File: src/rtl/aprPkg.sv
`default_nettype none

package aprPkg;

  localparam int WORD_WIDTH  = 18;
  localparam int NUM_FLAGS   = 8;
  localparam int QUEUE_DEPTH = 4;
  localparam int OP_WIDTH    = 2;

  // Sized to hold the value QUEUE_DEPTH itself
  localparam int COUNT_WIDTH = $clog2(QUEUE_DEPTH + 1);
  localparam int PTR_WIDTH   = $clog2(QUEUE_DEPTH);

  // I/O bus functions
  localparam logic [OP_WIDTH-1:0] OP_CONO  = 2'd0;
  localparam logic [OP_WIDTH-1:0] OP_DATAO = 2'd1;
  localparam logic [OP_WIDTH-1:0] OP_CONI  = 2'd2;
  localparam logic [OP_WIDTH-1:0] OP_DATAI = 2'd3;

  // Same bus word, decoded by CONO or by DATAO/DATAI
  typedef union packed {
    struct packed {
      logic [2:0]           spare;
      logic [2:0]           pia;
      logic                 disableInts;
      logic                 enableInts;
      logic                 clearFlags;
      logic                 setFlags;
      logic [NUM_FLAGS-1:0] flagSelect;
    } conoView;
    struct packed {
      logic [6:0] spare;
      logic       userComp;
      logic       writeComp;
      logic       readComp;
      logic       fetchComp;
      logic [2:0] prevBlock;
      logic [2:0] currentBlock;
      logic       loadBlocks;
    } dataoView;
  } aprWord_u;

endpackage

`default_nettype wire

File: src/rtl/aprRegisters.sv
`timescale 1ns/10ps
`default_nettype none

module aprRegisters
  import aprPkg::*;
(
  input  logic                 clk,
  input  logic                 arstN,
  input  logic                 headValid,
  input  logic [OP_WIDTH-1:0]  headOp,
  input  aprWord_u             headData,
  output logic                 pop,
  output logic                 creditReturn,
  input  logic [NUM_FLAGS-1:0] eventIn,
  output logic                 respValid,
  output aprWord_u             respData,
  input  logic                 respReady,
  output logic                 aprInterrupt,
  output logic [2:0]           piLevel,
  output logic [2:0]           currentBlock,
  output logic [2:0]           prevBlock
);

  logic [NUM_FLAGS-1:0]  flags;
  logic [NUM_FLAGS-1:0]  intEnable;
  logic [NUM_FLAGS-1:0]  setMask;
  logic [NUM_FLAGS-1:0]  clearMask;
  logic [NUM_FLAGS-1:0]  enableMask;
  logic [NUM_FLAGS-1:0]  disableMask;
  logic [2:0]            pia;
  logic [3:0]            compareBits;
  logic                  doCono;
  logic                  doDatao;
  logic                  doRead;
  logic [WORD_WIDTH-1:0] statusWord;
  aprWord_u              blockWord;

  // Hold the queue while a response is still waiting
  assign pop = headValid & (~respValid | respReady);

  assign doCono = pop & (headOp == OP_CONO);
  assign doDatao = pop & (headOp == OP_DATAO);
  assign doRead = pop & ((headOp == OP_CONI) | (headOp == OP_DATAI));

  assign aprInterrupt = |(flags & intEnable);
  assign piLevel = aprInterrupt ? pia : 3'd0;

  // CONI layout: flags low, enables above, interrupt in bit 16
  assign statusWord = WORD_WIDTH'({aprInterrupt, intEnable, flags});

  always_comb begin
    blockWord = '0;
    blockWord.dataoView.currentBlock = currentBlock;
    blockWord.dataoView.prevBlock = prevBlock;
    {blockWord.dataoView.fetchComp,
     blockWord.dataoView.readComp,
     blockWord.dataoView.writeComp,
     blockWord.dataoView.userComp} = compareBits;
  end

  always_comb begin
    setMask = '0;
    clearMask = '0;
    enableMask = '0;
    disableMask = '0;
    if (doCono) begin
      if (headData.conoView.setFlags) begin
        setMask = headData.conoView.flagSelect;
      end
      if (headData.conoView.clearFlags) begin
        clearMask = headData.conoView.flagSelect;
      end
      if (headData.conoView.enableInts) begin
        enableMask = headData.conoView.flagSelect;
      end
      if (headData.conoView.disableInts) begin
        disableMask = headData.conoView.flagSelect;
      end
    end
  end

  always_ff @(posedge clk or negedge arstN) begin
    if (!arstN) begin
      flags <= '0;
      intEnable <= '0;
      pia <= '0;
      compareBits <= '0;
      currentBlock <= '0;
      prevBlock <= '0;
      respValid <= 1'b0;
      creditReturn <= 1'b0;
    end else begin
      // Event pulse beats a clear in the same cycle
      flags <= (flags & ~clearMask) | setMask | eventIn;
      intEnable <= (intEnable & ~disableMask) | enableMask;
      if (doCono) begin
        pia <= headData.conoView.pia;
      end
      if (doDatao) begin
        compareBits <= {headData.dataoView.fetchComp, headData.dataoView.readComp,
                        headData.dataoView.writeComp, headData.dataoView.userComp};
        if (headData.dataoView.loadBlocks) begin
          currentBlock <= headData.dataoView.currentBlock;
          prevBlock <= headData.dataoView.prevBlock;
        end
      end
      respValid <= doRead | (respValid & ~respReady);
      creditReturn <= pop;
    end
  end

  always_ff @(posedge clk) begin
    if (doRead) begin
      if (headOp == OP_CONI) begin
        respData <= statusWord;
      end else begin
        respData <= blockWord;
      end
    end
  end

endmodule

`default_nettype wire

File: src/rtl/aprSubsystem.sv
`timescale 1ns/10ps
`default_nettype none

module aprSubsystem
  import aprPkg::*;
(
  input  logic                 clk,
  input  logic                 arstN,
  input  logic                 cmdValid,
  input  logic [OP_WIDTH-1:0]  cmdOp,
  input  aprWord_u             cmdData,
  output logic                 cmdReady,
  output logic                 respValid,
  output aprWord_u             respData,
  input  logic                 respReady,
  input  logic [NUM_FLAGS-1:0] eventIn,
  output logic                 aprInterrupt,
  output logic [2:0]           piLevel,
  output logic [2:0]           currentBlock,
  output logic [2:0]           prevBlock
);

  logic                pushValid;
  logic [OP_WIDTH-1:0] pushOp;
  aprWord_u            pushData;
  logic                headValid;
  logic [OP_WIDTH-1:0] headOp;
  aprWord_u            headData;
  logic                pop;
  logic                creditReturn;

  ioCommandIssuer issuer (
    .clk(clk), .arstN(arstN),
    .cmdValid(cmdValid), .cmdOp(cmdOp), .cmdData(cmdData), .cmdReady(cmdReady),
    .pushValid(pushValid), .pushOp(pushOp), .pushData(pushData),
    .creditReturn(creditReturn)
  );

  cmdQueue queue (
    .clk(clk), .arstN(arstN),
    .pushValid(pushValid), .pushOp(pushOp), .pushData(pushData),
    .pop(pop),
    .headValid(headValid), .headOp(headOp), .headData(headData)
  );

  // Pops return credits to the issuer
  aprRegisters registers (
    .clk(clk), .arstN(arstN),
    .headValid(headValid), .headOp(headOp), .headData(headData),
    .pop(pop), .creditReturn(creditReturn),
    .eventIn(eventIn),
    .respValid(respValid), .respData(respData), .respReady(respReady),
    .aprInterrupt(aprInterrupt), .piLevel(piLevel),
    .currentBlock(currentBlock), .prevBlock(prevBlock)
  );

endmodule

`default_nettype wire

File: src/rtl/cmdQueue.sv
`timescale 1ns/10ps
`default_nettype none

module cmdQueue
  import aprPkg::*;
(
  input  logic                clk,
  input  logic                arstN,
  input  logic                pushValid,
  input  logic [OP_WIDTH-1:0] pushOp,
  input  aprWord_u            pushData,
  input  logic                pop,
  output logic                headValid,
  output logic [OP_WIDTH-1:0] headOp,
  output aprWord_u            headData
);

  logic [OP_WIDTH-1:0]    opMem [QUEUE_DEPTH];
  aprWord_u               dataMem [QUEUE_DEPTH];
  logic [PTR_WIDTH-1:0]   wrPtr;
  logic [PTR_WIDTH-1:0]   rdPtr;
  logic [PTR_WIDTH-1:0]   rdPtrNext;
  logic [COUNT_WIDTH-1:0] count;
  logic [COUNT_WIDTH-1:0] storedAfterPop;

  assign rdPtrNext = rdPtr + PTR_WIDTH'(pop);
  // Entries written this edge reach the head one cycle later
  assign storedAfterPop = count - COUNT_WIDTH'(pop);

  always_ff @(posedge clk or negedge arstN) begin
    if (!arstN) begin
      wrPtr <= '0;
      rdPtr <= '0;
      count <= '0;
      headValid <= 1'b0;
    end else begin
      if (pushValid) begin
        wrPtr <= wrPtr + 1'b1;
      end
      rdPtr <= rdPtrNext;
      count <= count + COUNT_WIDTH'(pushValid) - COUNT_WIDTH'(pop);
      headValid <= storedAfterPop != '0;
    end
  end

  always_ff @(posedge clk) begin
    if (pushValid) begin
      opMem[wrPtr] <= pushOp;
      dataMem[wrPtr] <= pushData;
    end
    headOp <= opMem[rdPtrNext];
    headData <= dataMem[rdPtrNext];
  end

endmodule

`default_nettype wire

File: src/rtl/ioCommandIssuer.sv
`timescale 1ns/10ps
`default_nettype none

module ioCommandIssuer
  import aprPkg::*;
(
  input  logic                clk,
  input  logic                arstN,
  input  logic                cmdValid,
  input  logic [OP_WIDTH-1:0] cmdOp,
  input  aprWord_u            cmdData,
  output logic                cmdReady,
  output logic                pushValid,
  output logic [OP_WIDTH-1:0] pushOp,
  output aprWord_u            pushData,
  input  logic                creditReturn
);

  logic [COUNT_WIDTH-1:0] creditCount;
  logic                   accept;

  // One credit per free slot in the queue
  assign cmdReady = creditCount != '0;
  assign accept = cmdValid & cmdReady;

  always_ff @(posedge clk or negedge arstN) begin
    if (!arstN) begin
      creditCount <= COUNT_WIDTH'(QUEUE_DEPTH);
      pushValid <= 1'b0;
    end else begin
      pushValid <= accept;
      // Accept and return together leave the count as it is
      case ({accept, creditReturn})
        2'b10: creditCount <= creditCount - 1'b1;
        2'b01: creditCount <= creditCount + 1'b1;
        default: creditCount <= creditCount;
      endcase
    end
  end

  always_ff @(posedge clk) begin
    if (accept) begin
      pushOp <= cmdOp;
      pushData <= cmdData;
    end
  end

endmodule

`default_nettype wire

File: config.mk
export PLATFORM = sky130hd
export DESIGN_NAME = aprSubsystem
export DESIGN_NICKNAME = d
export VERILOG_FILES = /design/src/rtl/aprPkg.sv /design/src/rtl/aprRegisters.sv /design/src/rtl/aprSubsystem.sv /design/src/rtl/cmdQueue.sv /design/src/rtl/ioCommandIssuer.sv
export SDC_FILE = /design/constraint.sdc
export NUM_CORES = 1
export LEC_CHECK = 0
export BUFFER_PORTS_ARGS = -buffer_cell sky130_fd_sc_hd__clkbuf_2
export CAP_MARGIN = 20
export CORE_MARGIN = 3
export CORE_UTILIZATION = 45
export CTS_CLUSTER_SIZE = 20
export DETAILED_ROUTE_END_ITERATION = 8
export GPL_ROUTABILITY_DRIVEN = 0
export PLACE_DENSITY = 0.68
export SLEW_MARGIN = 20
export SYNTH_ARGS = -nofsm -noshare
export SYNTH_HDL_FRONTEND = slang
export SYNTH_SLANG_ARGS = --single-unit
File: constraint.sdc
create_clock -name clk -period 2.7 [get_ports clk]
set_input_delay 0 -clock clk [delete_from_list [all_inputs] [get_ports clk]]
set_output_delay 0 -clock clk [all_outputs]
set_load 0.02 [all_outputs]
---- Word level (Yosys, flattened, before mapping) ----
Memories as Yosys holds them, arrays and structs flattened. A register that Yosys moved wholly into a read port is not among the register bits.
Cells that the tools add are included.
cells by class
  add/sub/neg operators ................... 7
  multiply operators ...................... 0
  divide/modulo/power cells ............... 0
  magnitude comparators ................... 0
  equality and inequality tests ........... 5
  shift-type cells ........................ 0
  muxes and demuxes ....................... 13
  bitwise logic cells ..................... 19
  reductions and logical operators ........ 6
operators with widths
  operator                                                            count
  8-bit two-way mux                                                   8
  8-bit bitwise AND                                                   3
  8-bit bitwise OR                                                    3
  8-bit inverter                                                      2
  11-bit two-way mux                                                  1
  8-bit OR reduction                                                  1
  1-bit bitwise AND                                                   6
  2-bit == test, second input constant                                3
  3-bit one-hot mux with 2 select lines                               1
  3-bit nonzero test                                                  2
  3-bit by 1-bit subtractor with 3-bit output                         2
  2-bit by 1-bit == test with 1-bit output, second input constant     2
  3-bit by 1-bit adder with 3-bit output                              1
  3-bit by 1-bit adder with 3-bit output, second input constant       1
  3-bit two-way mux                                                   1
  1-bit bitwise OR                                                    3
  3-bit by 1-bit subtractor with 3-bit output, second input constant  1
  2-bit by 1-bit adder with 2-bit output                              1
  2-bit by 1-bit adder with 2-bit output, second input constant       1
  2-bit zero test                                                     1
  1-bit two-way mux                                                   2
  1-bit inverter                                                      2
  2-bit AND reduction                                                 1
  2-bit nonzero test                                                  1
word-level totals
  register bits ........................... 81
  latch bits .............................. 0
  bits in writable memories ............... 80
  ROM bits ................................ 0
  input bits .............................. 32
  output and inout port bits .............. 30
  word-level logic and storage cells ...... 70
  memories kept ........................... 2
memory list
  name           words  bits a word  read ports  clocked after Yosys merged registers in  write ports  line            source
  queue.dataMem  4      18           1           1                                        1            cmdQueue.sv:19  aprWord_u dataMem [QUEUE_DEPTH];
  queue.opMem    4      2            1           1                                        1            cmdQueue.sv:18  logic [OP_WIDTH-1:0] opMem [QUEUE_DEPTH];

---- Longest topological paths before layout ----
  word-level depth ........................ 9
  depth in mapped cells ................... 9
  mapped depth without buffers ............ 8

---- By module ----
Synthesis repeated with hierarchy kept, for this count alone.
second synthesis, totals
  cell total of the unflattened synthesis .. 369
  area total of the unflattened synthesis .. 6687.7 um^2
modules (own cells, without submodules)
  module           instances  cells an instance  area an instance (um^2)  sequential area each (um^2)
  cmdQueue         1          160                3743.6                   3002.9
  aprRegisters     1          174                2143.3                   1286.2
  ioCommandIssuer  1          35                 800.8                    701.9

---- Worst setup path after synthesis ----
Ideal clock, no wire load.
  path type ............................... reg2reg
  start point ............................. register registers.respValid
  end point ............................... register queue.headData[10] (netlist bit), read port of queue.dataMem
  setup time .............................. 0.134 ns
  arrival time ............................ 2.169 ns
  required time ........................... 2.566 ns
  setup slack ............................. 0.396 ns
  stages on the path, launching flop included .. 8
  period minus slack after synthesis ...... 2.304 ns
  cell sequence ........................... dfrtp_1 nor2b_4 buf_6 nor2_1 ha_1 buf_2 buf_4 mux4_2
on the way
  longest elaborated chain between the ends .. 4
ends and longest elaborated chain
  what                                    line                 source
  start, declared                         aprRegisters.sv:15   output logic respValid,
  start signal, assigned                  aprRegisters.sv:107  respValid <= doRead | (respValid & ~respReady);
  1-bit inverter                          aprRegisters.sv:39   assign pop = headValid & (~respValid | respReady);
  1-bit bitwise OR                        aprRegisters.sv:39
  1-bit bitwise AND                       aprRegisters.sv:39
  2-bit by 1-bit adder with 2-bit output  cmdQueue.sv:26       assign rdPtrNext = rdPtr + PTR_WIDTH'(pop);
  named net queue.rdPtrNext[0]            cmdQueue.sv:22       logic [PTR_WIDTH-1:0] rdPtrNext;
  end, declared                           cmdQueue.sv:15       output aprWord_u headData
The timed path passes the listed nets, and every way through them passes these cells.
A chain may end at the register's enable or synchronous reset.

---- Worst setup path in the final report ----
  start point ............................. register issuer.creditCount[1]
  end point ............................... register issuer.creditCount[2]
on the way
  longest elaborated chain between the ends .. 4
  elaborated cells between the ends (all ways) .. 8
  classes of those cells .................. 2 x add/sub; 2 x eq/ne; 1 x mux; 1 x bitwise; 2 x reduce/logical
ends and longest elaborated chain
  what                                                                         line                   source
  start, declared                                                              ioCommandIssuer.sv:19  logic [COUNT_WIDTH-1:0] creditCount;
  start signal, assigned                                                       ioCommandIssuer.sv:28  creditCount <= COUNT_WIDTH'(QUEUE_DEPTH);
  start signal, assigned                                                       ioCommandIssuer.sv:34  2'b10: creditCount <= creditCount - 1'b1;
  start signal, assigned                                                       ioCommandIssuer.sv:35  2'b01: creditCount <= creditCount + 1'b1;
  3-bit nonzero test                                                           ioCommandIssuer.sv:23  assign cmdReady = creditCount != '0;
  1-bit bitwise AND                                                            ioCommandIssuer.sv:24  assign accept = cmdValid & cmdReady;
  2-bit by 1-bit == test with 1-bit output or 2-bit == test (tied branches)    ioCommandIssuer.sv:33  case ({accept, creditReturn})
  3-bit one-hot mux with 2 select lines or 2-bit nonzero test (tied branches)  n/a
Parallel ways exist; a longest one is shown, timed or not.

==> metrics.cfg <==
[run_status]
status = finished, final reports clean

[logic_synthesis]
syn_avg_cell_area_um2 = 17.4
synth_area_mm2 = 0.00612
synth_cells = 352
netlist_top_cells_count = edfxtp_1, nand2_1, dfrtp_1, dfxtp_1, mux4_2
ys_seq_area_frac = 0.733
ys_async_sr_fraction = 0.265
yosysMostFrequentCell = edfxtp_1
yosys-top-cells-area = edfxtp_1, dfrtp_1, mux4_2
synth_top_area_share = 0.501
synth_nets = 394
ys_ff_latch = 162
ys_types = 39
synth-edff-count = 102
synth_warnings = 0
synth_flop_cell = edfxtp_1
yosysTopAreaCell = edfxtp_1

[cts]
htreeDepth = 4
ctsHoldBuffers = 27
cts.sinks = 162
clk_path_buf_depth = 2
insertion_delay_ps = 410
path_clk_slew_ps = 60
post_cts_buffers = 0
ctsResizeCount = 0
cts-root-buf = clkbuf_16
cts-buffers-inserted = 17
cts_tree = done

[min_path]
hp-class = input port to register
hold_depth = 4
worstHoldStart = cmdValid
hold_end = issuer.creditCount[0]

[finish]
syn_to_final_growth_pct = 21.6
seq_area_mm2 = 0.00448
multi_input_area_mm2 = 0.00150
n_fill_cell = 1022
antennaDiodeCount = 0
fin_nets = 491
instances_no_fill = 634
layout-drive-gt1-share = 0.284

[sta]
worstMarginPinSlew_ps = 716
rsz0062_at_grt = no
slew_violations = 0
slew_headroom = 0.522
finalSetupViolations = 0
fmax_mhz = 482
hold_viol_final = 0
tns_ps = 0
period_minus_slack_ps = 2070
worst_slack_ps = 625
skew_ps = 8.76
post-route-period-util = 0.769

[critical_path]
timing.rr.start = issuer.creditCount[1]
r2r_end = issuer.creditCount[2]
critPathKind = register to register
cp-start-kind = register
worst_r2r_path_depth = 8
required_ps = 3030
reg2reg_slack_ps = 630
cp_max_fo = 3
arrival_ps = 2410
end_kind = register

[die]
boundaryPins = 62
initial_core_util = 0.473
die_w_um = 123
fp.dieH_um = 123
die_area_mm2 = 0.0150
core_area_mm2 = 0.0129
rows = 41

[placed_design]
dp.cells = 574
dpl_worst_slack_ps = 634
place_hpwl_um = 6870
numPortBuffers = 57

[routing]
routedWlPerCell_um = 16.7
drc = 0
vias_per_cell = 5.07
via_count = 3214
routed_wl_um = 10600
ant_nets = 0
first_pass_iters = 4
drtIter0Drc = 222

[pwr]
p_per_area_mw_per_mm2 = 1240
leakage_nw = 2.85
vdd_drop_max_mv = 0.643

[flow_run]
drv_cap = 0

[global_route]
grt_pass1_wl_um = 17500
grt_usage = 0.158
overflow = 0
grt_pass1_vias = 3383
grt_max_degree = 44
grt_antenna_before_repair = 0

[report_power, final]
| part | internal, mW | switching [mW] |
|---|---|---|
| logic | 1.31 | 1.50 |
| registers | 3.63 | 0.566 |
| clock network | 1.29 | 0.912 |
| total | 6.22 | 2.97 |
[critical path, cell delays in order, from the launching register on]
cell and delay, ps:
dfrtp_1 400, or3_1 390, nand2_1 110, ha_1 200
inv_1 60, fa_1 370, xor2_1 170, nor2_1 130
xor2_1 170
[layout make-up]
type                            count  share of cell area
Sequential cell                   162               0.603
Inverter                           10             0.00505
Tap cell                          172              0.0289
Clock inverter                     13              0.0148
Clock buffer                       19              0.0596
Multi-Input combinational cell    164               0.202
Timing Repair Buffer               94              0.0875
[layout by cell type, fill, tap and decap left out, types with 9 or more instances in the layout]
cell / n
edfxtp_1: 102
clkbuf_2: 56
nand2_1: 43
dfrtp_1: 42
dlygate4sd3_1: 27
mux4_2: 17
clkbuf_16: 17
dfxtp_1: 17
and2_1: 14
mux2_2: 12
nand4_1: 10
inv_1: 10
buf_4: 9
[how the worst max path moves through the flow]
stage	slack, ps	startpoint	endpoint	depth (start not counted)
finish	630	issuer.creditCount[1]	issuer.creditCount[2]	8
global route	500	issuer.creditCount[1]	issuer.creditCount[2]	8
CTS	620	issuer.creditCount[1]	issuer.creditCount[2]	8
detailed placement	630	issuer.creditCount[1]	issuer.creditCount[2]	8
global placement	690	registers.respValid	queue.headData[9]	5
floorplan	400	registers.respValid	queue.headData[10]	7
[stage by stage]
stage          utilization  total power, mW  cell area [um^2]  hold WS (ps)
6_report             0.575             9.20              7440          64.7
5_1_grt              0.575             9.77              7440          91.1
4_1_cts              0.573             9.31              7410          45.2
3_5_place_dp         0.509             7.06              6590           179
3_3_place_gp         0.509             6.95              6590           177
2_1_floorplan            -             6.25              6120          -296
[flip-flops by register name (all words and copies together), names as in the netlist, 2 cells and up]
name	flops
queue.count	3
registers.compareBits	4
registers.respData	17
registers.flags	8
queue.opMem	8
issuer.creditCount	3
queue.dataMem	60
registers.pia	3
queue.wrPtr	2
queue.headData	15
queue.rdPtr	2
queue.headOp	2
registers.intEnable	8
registers.prevBlock	3
registers.currentBlock	3
issuer.pushData	15
issuer.pushOp	2
[routing by layer]
metal,GRT usage,part of all wire,vias up
met1,0.205,0.45,1600
li1,-,-,1530
met2,0.256,0.50,70
met3,0.0410,0.039,14
met5,0,0,-
met4,0.0609,0.015,0
[cells by family after synthesis]
group | share of synthesized area
flip-flops | 0.733
buffers and inverters | 0.0223
multiplexers | 0.0896
adder cells (fa/ha/maj) | 0.0229
AND/OR/NAND/NOR | 0.0722
other | 0.000613
AO/OA/AOI/OAI | 0.0471
XOR/XNOR | 0.0127
Power figures use the tool's default switching activity.
